`config.mk`:
```
export PLATFORM = sky130hd
export DESIGN_NAME = montgomery_top
export DESIGN_NICKNAME = d
export VERILOG_FILES = /design/src/mont_pkg.sv /design/src/mont_accumulator.sv /design/src/mont_controller.sv /design/src/mont_multiple_table.sv /design/src/mont_operand_regs.sv /design/src/montgomery_top.sv
export VERILOG_INCLUDE_DIRS = /design/src
export SDC_FILE = /design/constraint.sdc
export NUM_CORES = 2
export LEC_CHECK = 0
export BUFFER_PORTS_ARGS = -buffer_cell sky130_fd_sc_hd__clkbuf_2
export CELL_PAD_IN_SITES_DETAIL_PLACEMENT = 0
export CELL_PAD_IN_SITES_GLOBAL_PLACEMENT = 2
export CORE_MARGIN = 2
export CORE_UTILIZATION = 47
export DETAILED_ROUTE_END_ITERATION = 7
export GPL_ROUTABILITY_DRIVEN = 0
export PLACE_DENSITY = 0.92
export SLEW_MARGIN = 15
export SYNTH_ARGS = -nofsm -noshare
export SYNTH_HDL_FRONTEND = slang
export SYNTH_HIERARCHICAL = 1
export SYNTH_SLANG_ARGS = --single-unit
```
`constraint.sdc`:
```
create_clock -name clk -period 35.9 [get_ports clk]
set_input_delay 5.385 -clock clk [delete_from_list [all_inputs] [get_ports clk]]
set_output_delay 5.385 -clock clk [all_outputs]
set_load 0.01 [all_outputs]
```
`src/mont_defs.svh`:
```
`ifndef MONT_DEFS_SVH
`define MONT_DEFS_SVH

// Operand width, must be even
`define MONT_WIDTH 64

// Radix-4 digit
`define MONT_DIGIT_BITS 2

// Headroom for 3B + 3M and the sign during reduction
`define MONT_EXT_BITS 3

`endif

```
`src/mont_pkg.sv`:
```
`default_nettype none

`include "mont_defs.svh"

package mont_pkg;

    typedef logic [`MONT_WIDTH-1:0] operand_t;
    typedef logic [`MONT_WIDTH+`MONT_EXT_BITS-1:0] wide_t;
    typedef logic [`MONT_DIGIT_BITS-1:0] digit_t;

    // Names the table entry b_mult*B + m_mult*M
    typedef struct packed {
        digit_t b_mult;
        digit_t m_mult;
    } table_idx_t;

    typedef struct packed {
        operand_t b;
        operand_t m;
    } operands_t;

    typedef enum logic [2:0] {
        st_idle,
        st_load,
        st_build,
        st_iterate,
        st_reduce_sub,
        st_reduce_add,
        st_finish
    } mont_state_e;

    typedef enum logic [2:0] {
        acc_hold,
        acc_clear,
        acc_step,
        acc_sub_m,
        acc_add_m,
        acc_store
    } acc_op_e;

endpackage

`default_nettype wire

```
`src/mont_accumulator.sv`:
```
`timescale 1ns/100ps
`default_nettype none

`include "mont_defs.svh"

module mont_accumulator (
    input  wire                      clk,
    input  wire                      resetn,
    input  wire mont_pkg::acc_op_e   acc_op,
    input  wire mont_pkg::digit_t    digit,
    input  wire mont_pkg::operands_t operands,
    input  wire mont_pkg::wide_t     entry,
    output mont_pkg::table_idx_t     entry_idx,
    output logic                     sum_negative,
    output mont_pkg::operand_t       result
);

    mont_pkg::wide_t  c_q;
    mont_pkg::wide_t  m_ext;
    mont_pkg::digit_t bd_low;
    mont_pkg::digit_t t_low;
    mont_pkg::digit_t q;

    assign m_ext = mont_pkg::wide_t'(operands.m);

    // Quotient digit makes C + digit*B + q*M divisible by 4
    always_comb begin
        bd_low = digit * operands.b[1:0];
        t_low  = c_q[1:0] + bd_low;
        if (t_low[0]) begin
            q = (operands.m[1] == t_low[1]) ? 2'd3 : 2'd1;
        end else begin
            q = t_low[1] ? 2'd2 : 2'd0;
        end
    end

    assign entry_idx    = '{b_mult: digit, m_mult: q};
    assign sum_negative = c_q[`MONT_WIDTH+`MONT_EXT_BITS-1];

    // C stays below 2M, so C + 3B + 3M fits the guard bits
    always_ff @(posedge clk) begin
        case (acc_op)
            mont_pkg::acc_clear: c_q <= '0;
            mont_pkg::acc_step:  c_q <= (c_q + entry) >> `MONT_DIGIT_BITS;
            mont_pkg::acc_sub_m: c_q <= c_q - m_ext;
            mont_pkg::acc_add_m: c_q <= c_q + m_ext;
            default:             c_q <= c_q;
        endcase
    end

    always_ff @(posedge clk) begin
        if (!resetn) begin
            result <= '0;
        end else if (acc_op == mont_pkg::acc_store) begin
            result <= c_q[`MONT_WIDTH-1:0];
        end
    end

endmodule

`default_nettype wire

```
`src/mont_controller.sv`:
```
`timescale 1ns/100ps
`default_nettype none

`include "mont_defs.svh"

module mont_controller (
    input  wire               clk,
    input  wire               resetn,
    input  wire               start,
    input  wire               table_ready,
    input  wire               sum_negative,
    output logic              capture,
    output logic              shift,
    output logic              table_build,
    output mont_pkg::acc_op_e acc_op,
    output logic              done
);

    localparam int CNT_BITS  = $clog2(`MONT_WIDTH);
    localparam int LAST_STEP = `MONT_WIDTH / `MONT_DIGIT_BITS - 1;

    mont_pkg::mont_state_e state_q;
    mont_pkg::mont_state_e state_d;
    logic [CNT_BITS-1:0]   step_cnt;
    logic                  last_step;

    assign last_step = (step_cnt == CNT_BITS'(LAST_STEP));

    always_ff @(posedge clk) begin
        if (!resetn) begin
            state_q <= mont_pkg::st_idle;
        end else begin
            state_q <= state_d;
        end
    end

    // Counts digit steps, idles at zero outside the loop
    always_ff @(posedge clk) begin
        if (!resetn) begin
            step_cnt <= '0;
        end else if (state_q == mont_pkg::st_iterate) begin
            step_cnt <= step_cnt + 1'b1;
        end else begin
            step_cnt <= '0;
        end
    end

    // Result register is written in st_finish, so done lines up with it
    always_ff @(posedge clk) begin
        if (!resetn) begin
            done <= 1'b0;
        end else begin
            done <= (state_q == mont_pkg::st_finish);
        end
    end

    always_comb begin
        state_d     = state_q;
        capture     = 1'b0;
        shift       = 1'b0;
        table_build = 1'b0;
        acc_op      = mont_pkg::acc_hold;
        case (state_q)
            mont_pkg::st_idle: begin
                if (start) begin
                    capture = 1'b1;
                    state_d = mont_pkg::st_load;
                end
            end
            mont_pkg::st_load: begin
                table_build = 1'b1;
                acc_op      = mont_pkg::acc_clear;
                state_d     = mont_pkg::st_build;
            end
            mont_pkg::st_build: begin
                if (table_ready) begin
                    state_d = mont_pkg::st_iterate;
                end
            end
            mont_pkg::st_iterate: begin
                shift  = 1'b1;
                acc_op = mont_pkg::acc_step;
                if (last_step) begin
                    state_d = mont_pkg::st_reduce_sub;
                end
            end
            mont_pkg::st_reduce_sub: begin
                // Stop subtracting once C has gone below zero
                if (sum_negative) begin
                    state_d = mont_pkg::st_reduce_add;
                end else begin
                    acc_op = mont_pkg::acc_sub_m;
                end
            end
            mont_pkg::st_reduce_add: begin
                acc_op  = mont_pkg::acc_add_m;
                state_d = mont_pkg::st_finish;
            end
            mont_pkg::st_finish: begin
                acc_op  = mont_pkg::acc_store;
                state_d = mont_pkg::st_idle;
            end
            default: begin
                state_d = mont_pkg::st_idle;
            end
        endcase
    end

endmodule

`default_nettype wire

```
`src/mont_multiple_table.sv`:
```
`timescale 1ns/100ps
`default_nettype none

`include "mont_defs.svh"

module mont_multiple_table (
    input  wire                       clk,
    input  wire                       resetn,
    input  wire                       table_build,
    input  wire mont_pkg::operands_t  operands,
    input  wire mont_pkg::table_idx_t entry_idx,
    output mont_pkg::wide_t           entry,
    output logic                      table_ready
);

    localparam int BUILD_STEPS = 11;

    // Slot 0 is 3B, slot 1 is 3M, slots 2..10 hold iB + jM for i, j in 1..3
    mont_pkg::wide_t mult_q [0:BUILD_STEPS-1];

    mont_pkg::wide_t     b_ext;
    mont_pkg::wide_t     m_ext;
    mont_pkg::wide_t     build_sum;
    mont_pkg::table_idx_t x_idx;
    mont_pkg::table_idx_t y_idx;
    logic [3:0]          build_cnt;
    logic [3:0]          k;

    assign b_ext = mont_pkg::wide_t'(operands.b);
    assign m_ext = mont_pkg::wide_t'(operands.m);

    function automatic mont_pkg::wide_t select_entry(mont_pkg::table_idx_t idx);
        mont_pkg::wide_t e;
        logic [3:0]      slot;
        slot = 4'd2 + 4'd3 * (4'(idx.b_mult) - 4'd1) + (4'(idx.m_mult) - 4'd1);
        if (idx.b_mult == 2'd0) begin
            case (idx.m_mult)
                2'd0:    e = '0;
                2'd1:    e = m_ext;
                2'd2:    e = m_ext << 1;
                default: e = mult_q[1];
            endcase
        end else if (idx.m_mult == 2'd0) begin
            case (idx.b_mult)
                2'd1:    e = b_ext;
                2'd2:    e = b_ext << 1;
                default: e = mult_q[0];
            endcase
        end else begin
            e = mult_q[slot];
        end
        return e;
    endfunction

    always_comb begin
        entry = select_entry(entry_idx);
    end

    // Build operands, the adder is shared by all steps
    always_comb begin
        k = build_cnt - 4'd3;
        case (build_cnt)
            4'd1: begin
                x_idx = '{b_mult: 2'd2, m_mult: 2'd0};
                y_idx = '{b_mult: 2'd1, m_mult: 2'd0};
            end
            4'd2: begin
                x_idx = '{b_mult: 2'd0, m_mult: 2'd2};
                y_idx = '{b_mult: 2'd0, m_mult: 2'd1};
            end
            default: begin
                x_idx = '{b_mult: mont_pkg::digit_t'(k / 3 + 1), m_mult: 2'd0};
                y_idx = '{b_mult: 2'd0, m_mult: mont_pkg::digit_t'(k % 3 + 1)};
            end
        endcase
        build_sum = select_entry(x_idx) + select_entry(y_idx);
    end

    always_ff @(posedge clk) begin
        if (build_cnt != 4'd0) begin
            mult_q[build_cnt - 4'd1] <= build_sum;
        end
    end

    // Ready goes up while the last entry is written, in time for the first step
    always_ff @(posedge clk) begin
        if (!resetn) begin
            build_cnt   <= '0;
            table_ready <= 1'b0;
        end else if (table_build) begin
            build_cnt   <= 4'd1;
            table_ready <= 1'b0;
        end else if (build_cnt != 4'd0) begin
            build_cnt <= (build_cnt == 4'(BUILD_STEPS)) ? 4'd0 : build_cnt + 4'd1;
            if (build_cnt == 4'(BUILD_STEPS - 1)) begin
                table_ready <= 1'b1;
            end
        end
    end

endmodule

`default_nettype wire

```
`src/mont_operand_regs.sv`:
```
`timescale 1ns/100ps
`default_nettype none

`include "mont_defs.svh"

module mont_operand_regs (
    input  wire                     clk,
    input  wire                     resetn,
    input  wire                     capture,
    input  wire                     shift,
    input  wire mont_pkg::operand_t a,
    input  wire mont_pkg::operand_t b,
    input  wire mont_pkg::operand_t m,
    output mont_pkg::operands_t     operands,
    output mont_pkg::digit_t        digit
);

    mont_pkg::operand_t a_q;

    // Multiplicand and modulus stay fixed for the whole operation
    always_ff @(posedge clk) begin
        if (capture) begin
            operands.b <= b;
            operands.m <= m;
        end
    end

    // A is consumed from its low end, one digit per step
    always_ff @(posedge clk) begin
        if (!resetn) begin
            a_q <= '0;
        end else if (capture) begin
            a_q <= a;
        end else if (shift) begin
            a_q <= a_q >> `MONT_DIGIT_BITS;
        end
    end

    assign digit = a_q[`MONT_DIGIT_BITS-1:0];

endmodule

`default_nettype wire

```
`src/montgomery_top.sv`:
```
`timescale 1ns/100ps
`default_nettype none

`include "mont_defs.svh"

module montgomery_top (
    input  wire                     clk,
    input  wire                     resetn,
    input  wire                     start,
    input  wire mont_pkg::operand_t a,
    input  wire mont_pkg::operand_t b,
    input  wire mont_pkg::operand_t m,
    output mont_pkg::operand_t      result,
    output logic                    done
);

    logic                 capture;
    logic                 shift;
    logic                 table_build;
    logic                 table_ready;
    logic                 sum_negative;
    mont_pkg::acc_op_e    acc_op;
    mont_pkg::operands_t  operands;
    mont_pkg::digit_t     digit;
    mont_pkg::table_idx_t entry_idx;
    mont_pkg::wide_t      entry;

    mont_operand_regs i_operand_regs (
        .clk      (clk),
        .resetn   (resetn),
        .capture  (capture),
        .shift    (shift),
        .a        (a),
        .b        (b),
        .m        (m),
        .operands (operands),
        .digit    (digit)
    );

    mont_multiple_table i_multiple_table (
        .clk         (clk),
        .resetn      (resetn),
        .table_build (table_build),
        .operands    (operands),
        .entry_idx   (entry_idx),
        .entry       (entry),
        .table_ready (table_ready)
    );

    mont_accumulator i_accumulator (
        .clk          (clk),
        .resetn       (resetn),
        .acc_op       (acc_op),
        .digit        (digit),
        .operands     (operands),
        .entry        (entry),
        .entry_idx    (entry_idx),
        .sum_negative (sum_negative),
        .result       (result)
    );

    mont_controller i_controller (
        .clk          (clk),
        .resetn       (resetn),
        .start        (start),
        .table_ready  (table_ready),
        .sum_negative (sum_negative),
        .capture      (capture),
        .shift        (shift),
        .table_build  (table_build),
        .acc_op       (acc_op),
        .done         (done)
    );

endmodule

`default_nettype wire

```
After elaboration in Yosys (flattened, before gate mapping)
Memories as Yosys holds them, arrays and structs flattened. Cells that the tools add are included.

Register bits after elaboration: 338. Bits in latches: 0. Bits in writable memories: 737. Bits in read-only memories: 0. Bits of input ports: 195. Output and inout bits: 65. Word-level logic and storage cells: 126. Memories kept: 1.

Memory list: i_multiple_table.mult_q (depth 11, width 67, rd ports 5, clocked after memory_dff 0, wr ports 1, RTL line mont_multiple_table.sv:19) `mont_pkg::wide_t mult_q [0:BUILD_STEPS-1];`.

$add $sub $neg: 23. $mul: 4. Div/mod/pow operators: 2. Magnitude comparators: 0. Equal/unequal tests: 33. Shift operators: 0. Mux-type cells: 36. Bitwise logic cells: 1. Reductions and logical operators: 15.

Operators with widths (count): one-hot mux 67 bit (3 select lines) (3); 2-to-1 mux 67 bit (6); one-hot mux 67 bit (2 select lines) (3); one-hot mux 67 bit (4 select lines) (1); adder 67 bit (2); 2-to-1 mux 64 bit (2); adder 67 x 64 -> 67 bit (1); subtractor 67 x 64 -> 67 bit (1); divider 4 x 2 -> 32 bit (second input constant) (1); modulo 4 x 2 -> 32 bit (second input constant) (1); one-hot mux 3 bit (6 select lines) (1); == test 3 bit (second input constant) (5); one-hot mux 3 bit (5 select lines) (1); subtractor 2 x 1 -> 3 bit (second input constant) (5); adder 2 x 4 -> 4 bit (first input constant) (3); adder 4 bit (3); == test 3 x 2 -> 1 bit (second input constant) (4); zero test 2 bit (6); multiplier 2 x 4 -> 4 bit (first input constant) (3); 2-to-1 mux 3 bit (4); == test 2 x 1 -> 1 bit (second input constant) (5); == test 2 bit (second input constant) (5); == test 4 bit (second input constant) (2); 2-to-1 mux 1 bit (8); other kinds (28) (38).

Logic depth before layout (Yosys ltp)
An unclocked memory read counts as a cell.

Depth in word-level cells: 12. Mapped depth: 42. Mapped depth without buffers: 39.

Hierarchy
Netlist, hierarchy kept.

By module, submodules not included: mont_multiple_table (times used 1, cells each 4266, area each 52801.9 µm², seq. area each 24243.3 µm²); mont_accumulator (times used 1, cells each 1818, area each 14063.5 µm², seq. area each 3293.2 µm²); mont_operand_regs (times used 1, cells each 414, area each 7115.6 µm², seq. area each 5124.9 µm²); mont_controller (times used 1, cells each 54, area each 501.7 µm², seq. area each 200.2 µm²).

Worst setup path after synthesis
Ideal clock, no wire load.

Path type: input-to-reg. From: input port start. To: register i_operand_regs.a_q[24]. Library setup time: 0.116 ns. Data arrival time: 20.569 ns. Data required time: 35.784 ns. Slack: 15.215 ns. Cell stages on the path: 5. Buffers on the path: 2. Path through: nor4b_1 > clkbuf_2 > clkbuf_1 > or2b_1 > o211a_1.

Longest elaborated chain between the ends: 3. Elaborated cells on any way between the ends: 4. Classes of those cells: 3 x mux; 1 x reduce/logical.

Ends and longest elaborated chain: from (decl) (RTL line montgomery_top.sv:9) `input wire start,`; 2-to-1 mux 1 bit (*) (RTL line mont_controller.sv:65) `if (start) begin`; 2-to-1 mux 1 bit (*) (RTL line mont_controller.sv:63) `case (state_q)`; 2-to-1 mux 64 bit or nonzero test 2 bit (tied branches); to (signal assigned) (RTL line mont_operand_regs.sv:35) `` a_q <= a_q >> `MONT_DIGIT_BITS; ``; to (decl) (RTL line mont_operand_regs.sv:18) `mont_pkg::operand_t a_q;`.

Every way passes the cells marked *; elsewhere a longest branch is shown, timed or not. A chain may end at the register's enable or synchronous reset.

Final worst setup path
From: register i_multiple_table.build_cnt[0]. To: memory i_multiple_table/mult_q[8][49] (netlist name) (data pin).

Longest elaborated chain between the ends: 12. Elaborated cells on any way between the ends: 41. Classes of those cells: 12 x add/sub; 2 x mul; 2 x div; 10 x eq/ne; 10 x mux; 4 x reduce/logical; 1 x memory.

Ends and longest elaborated chain: from (decl) (RTL line mont_multiple_table.sv:26) `logic [3:0] build_cnt;`; from (signal assigned) (RTL line mont_multiple_table.sv:94) `build_cnt <= (build_cnt == 4'(BUILD_STEPS)) ? 4'd0 : build_cnt + 4'd1;`; subtractor 4 x 2 -> 4 bit (RTL line mont_multiple_table.sv:61) `k = build_cnt - 4'd3;`; divider 4 x 2 -> 32 bit (RTL line mont_multiple_table.sv:72) `x_idx = '{b_mult: mont_pkg::digit_t'(k / 3 + 1), m_mult: 2'd0};`; adder 2 x 1 -> 2 bit (RTL line mont_multiple_table.sv:72); one-hot mux 4 bit (2 select lines) (RTL line mont_multiple_table.sv:62) `case (build_cnt)`; subtractor 2 x 1 -> 3 bit (RTL line mont_multiple_table.sv:35) `slot = 4'd2 + 4'd3 * (4'(idx.b_mult) - 4'd1) + (4'(idx.m_mult) - 4'd1);`; multiplier 2 x 4 -> 4 bit (RTL line mont_multiple_table.sv:35); adder 2 x 4 -> 4 bit (RTL line mont_multiple_table.sv:35); adder 4 bit (RTL line mont_multiple_table.sv:35); memory (11 x 67 bit); 2-to-1 mux 67 bit (RTL line mont_multiple_table.sv:43) `end else if (idx.m_mult == 2'd0) begin`; 2-to-1 mux 67 bit (RTL line mont_multiple_table.sv:36) `if (idx.b_mult == 2'd0) begin`; adder 67 bit (*) (RTL line mont_multiple_table.sv:76) `build_sum = select_entry(x_idx) + select_entry(y_idx);`; net i_multiple_table.build_sum[49] (RTL line mont_multiple_table.sv:23) `mont_pkg::wide_t build_sum;`; to (decl) (RTL line mont_multiple_table.sv:19).

Mark *: on every way through the listed nets, which the timed path passes. The rest lies on a longest branch.

==> out/qor.yml <==
logic_synthesis:
  synthArstFlopShare: 0
  synth-edff-count: 999
  ys_types: 107
  synth_area_leaders: "edfxtp_1, mux4_2, a21oi_1, ha_1, dfxtp_1"
  ys.flop_type: "edfxtp_1"
  yosys.area.top_type_share: 0.4028
  avgSynthCellArea_um2: 11.37
  syn_area_um2: 74480
  synth-seq-cells: 1142
  mappedNetlistNets: 6987
  synth_cells: 6552
  seq_area_frac_synth: 0.4412
  yosysTopAreaCell: "edfxtp_1"
  ys_warn_count: 6
detailed_routing:
  vias: 60433
  wirelength_mm: 270.9
  drt_first_pass_iters: 8
  vias_per_cell: 6.954
  post_drt_wl_per_cell_um: 31.17
  drcViolationCount: 0
  ant_nets: 0
  initialDrtViolationCount: 8098
finish:
  final_layout_size_suffix_gt1_frac: 0.1857
  post-route-util: 0.5182
  nFillCells: 13714
  final_cell_mix: "edfxtp_1, a21oi_1, nor2_1, nand2_1, mux4_2"
  finalNetCount: 6945
  layout_commonest_cell: "edfxtp_1"
  syn_to_final_growth_pct: 9.814
clock_network:
  post_cts_buffers: 0
  ctsResizeCount: 0
  numClockSinks: 1142
  clock_latency_ps: 810
  path_clk_slew_ps: 60
  root_buffer: "clkbuf_16"
  numCtsBuffers: 133
  clockBufferDepth: 3
  cts_tree: "built"
  cts_max_level: 4
  hold_buffers: 0
global_route:
  overflow: 0
  grt_pass1_wl_mm: 390.3
  grt.total_usage: 0.3266
  grt_pass1_vias: 58633
  grt_max_degree: 192
  antenna_found_initial: 14
critical_path:
  cp.arrival_ps: 13090
  rr_endpoint: "i_multiple_table/mult_q[8][49]$_DFFE_PP_"
  cp_max_fo: 117
  r2r_start: "i_multiple_table/build_cnt[0]$_SDFFE_PN0P_"
  cpMostUsedCell: "ha_1"
  slowest_delay_ps: 750
  cp-start-kind: "flop"
  worstSetupPathType: "reg -> reg"
  critical_path_required_ps: 36340
  reg2reg_depth: 36
  slowest_stage: "a211oi_1"
  end_kind: "flop"
  ff2ff_setup_slack_ps: 23260
outcome:
  outcome: "complete, no violations"
placed_design:
  portBuffers: 259
  post-dp-hpwl_mm: 175.7
die:
  start_util: 0.4719
  io_pins: 260
  rows: 146
  die_w_um: 402.1
  coreArea_um2: 157800
  floorplan.die_area_um2: 161700
  dieHeight_um: 402.1
hold_path:
  hold_depth: 1
  min-delay-start: "i_controller/step_cnt[0]$_SDFF_PN0_"
  hold_end: "i_controller/step_cnt[0]$_SDFF_PN0_"
  hold_class: "reg -> reg"
job:
  max_cap_violations: 0
sta:
  slew_viol_final: 0
  finalSetupTns_ps: 0
  timing.fmax_mhz: 79.10
  worstMarginPinSlew_ps: 1306
  maxSlewHeadroom: 0.1292
  skew_ps: 57.80
  period_share: 0.3522
  period_needed_ps: 12640
  hold_violations: 0
  setup_viol: 0
  rsz0062_at_grt: "no"
[layout make-up]
| cell class | instances | area (um2) | area share |
|---|---|---|---|
| multi-input cells | 4765 | 39390 | 0.4816 |
| flip-flops and latches | 1142 | 32860 | 0.4018 |
| clock buffers | 167 | 3581 | 0.04378 |
| well taps | 2072 | 2592 | 0.03170 |
| repair buffers | 376 | 2340 | 0.02861 |
| clock inverters | 71 | 659.4 | 0.008062 |
| inverters | 92 | 355.3 | 0.004344 |
| diodes | 5 | 12.51 | 0.0001530 |
[registers in the layout, indices dropped and copies added (netlist names)]
register,cells
i_multiple_table/mult_q,804
i_operand_regs/operands,128
i_accumulator/c_q,67
i_accumulator/result,64
i_operand_regs/a_q,64
i_controller/step_cnt,6
i_multiple_table/build_cnt,4
i_controller/state_q,3
i_controller/done,1
i_multiple_table/table_ready,1
[layer usage]
layer | track usage | share of wire | vias up
met5 | 0.001189 | 0.0012 | -
met4 | 0.1620 | 0.055 | 20
met3 | 0.1060 | 0.13 | 897
met2 | 0.5055 | 0.45 | 3898
met1 | 0.4118 | 0.37 | 29740
li1 | - | - | 25878
[stage by stage]
step	instance area [um2]	setup slack, ps	instances	hold slack, ps
finish	81790	23260	8690	459.6
global route	81780	22740	8685	488.9
CTS	81780	23650	8685	462.5
detailed placement	77540	23710	8447	449.7
global placement	77540	24070	8447	438.0
floorplan	74480	15220	6552	428.9
[worst max-delay path, delay by kind of cell (launching register included)]
kind	cells	cell delay, ps
compound gates	18	5770
fa+ha+maj	7	2440
buf+inv	3	1300
xor+xnor	3	1000
flops	1	650
simple gates	3	580
mux	2	430
[cell families (layout without fill, tap and decap cells)]
group / count (synthesis) / in the layout / share of synthesized area
AOI/OAI and AO/OA: 2173 / 2173 / 0.1961
DFF: 1142 / 1142 / 0.4412
muxes: 670 / 670 / 0.1696
and+or+nand+nor: 1418 / 1418 / 0.08609
adders and majority gates: 240 / 240 / 0.04062
buffers and inverters: 645 / 706 / 0.03513
other: 0 / 5 / 0
xor gates and xnor gates: 264 / 264 / 0.03130
[how the worst max path moves through the flow]
stage,from,end,slack [ps]
finish,i_multiple_table/build_cnt[0]$_SDFFE_PN0P_,i_multiple_table/mult_q[8][49]$_DFFE_PP_,23260
floorplan,start,i_operand_regs/a_q[24]$_SDFFE_PN0P_,15220
detailed placement,i_multiple_table/build_cnt[0]$_SDFFE_PN0P_,i_multiple_table/mult_q[3][49]$_DFFE_PP_,23710
global route,i_multiple_table/build_cnt[0]$_SDFFE_PN0P_,i_multiple_table/mult_q[4][49]$_DFFE_PP_,22740
CTS,i_multiple_table/build_cnt[0]$_SDFFE_PN0P_,i_multiple_table/mult_q[11][49]$_DFFE_PP_,23650
global placement,i_multiple_table/build_cnt[0]$_SDFFE_PN0P_,i_multiple_table/mult_q[0][49]$_DFFE_PP_,24070
[Yosys cell counts (25+ instances only)]
cell type,count
o21ai_0,220
inv_1,89
o211ai_1,78
mux2_2,63
nor2_1,492
xor2_1,99
nand2_1,470
a21o_1,126
nor3_1,41
edfxtp_1,999
o221ai_1,69
dfxtp_1,143
a31o_1,25
nand2b_1,62
o31ai_1,31
nand4_1,56
buf_1,70
a21oi_1,648
xnor2_1,164
ha_1,237
and3_1,29
a211oi_1,274
mux2i_1,139
a31o_2,42
nand3_1,122
or2b_1,28
a22oi_1,255
a31oi_1,29
buf_2,35
a21boi_0,80
clkbuf_1,423
mux4_2,467
o211a_1,63
o22ai_1,49
o21bai_1,42
Power is not shown: default switching activity piles up to over one toggle a cycle in this logic, so the estimate is an artifact.
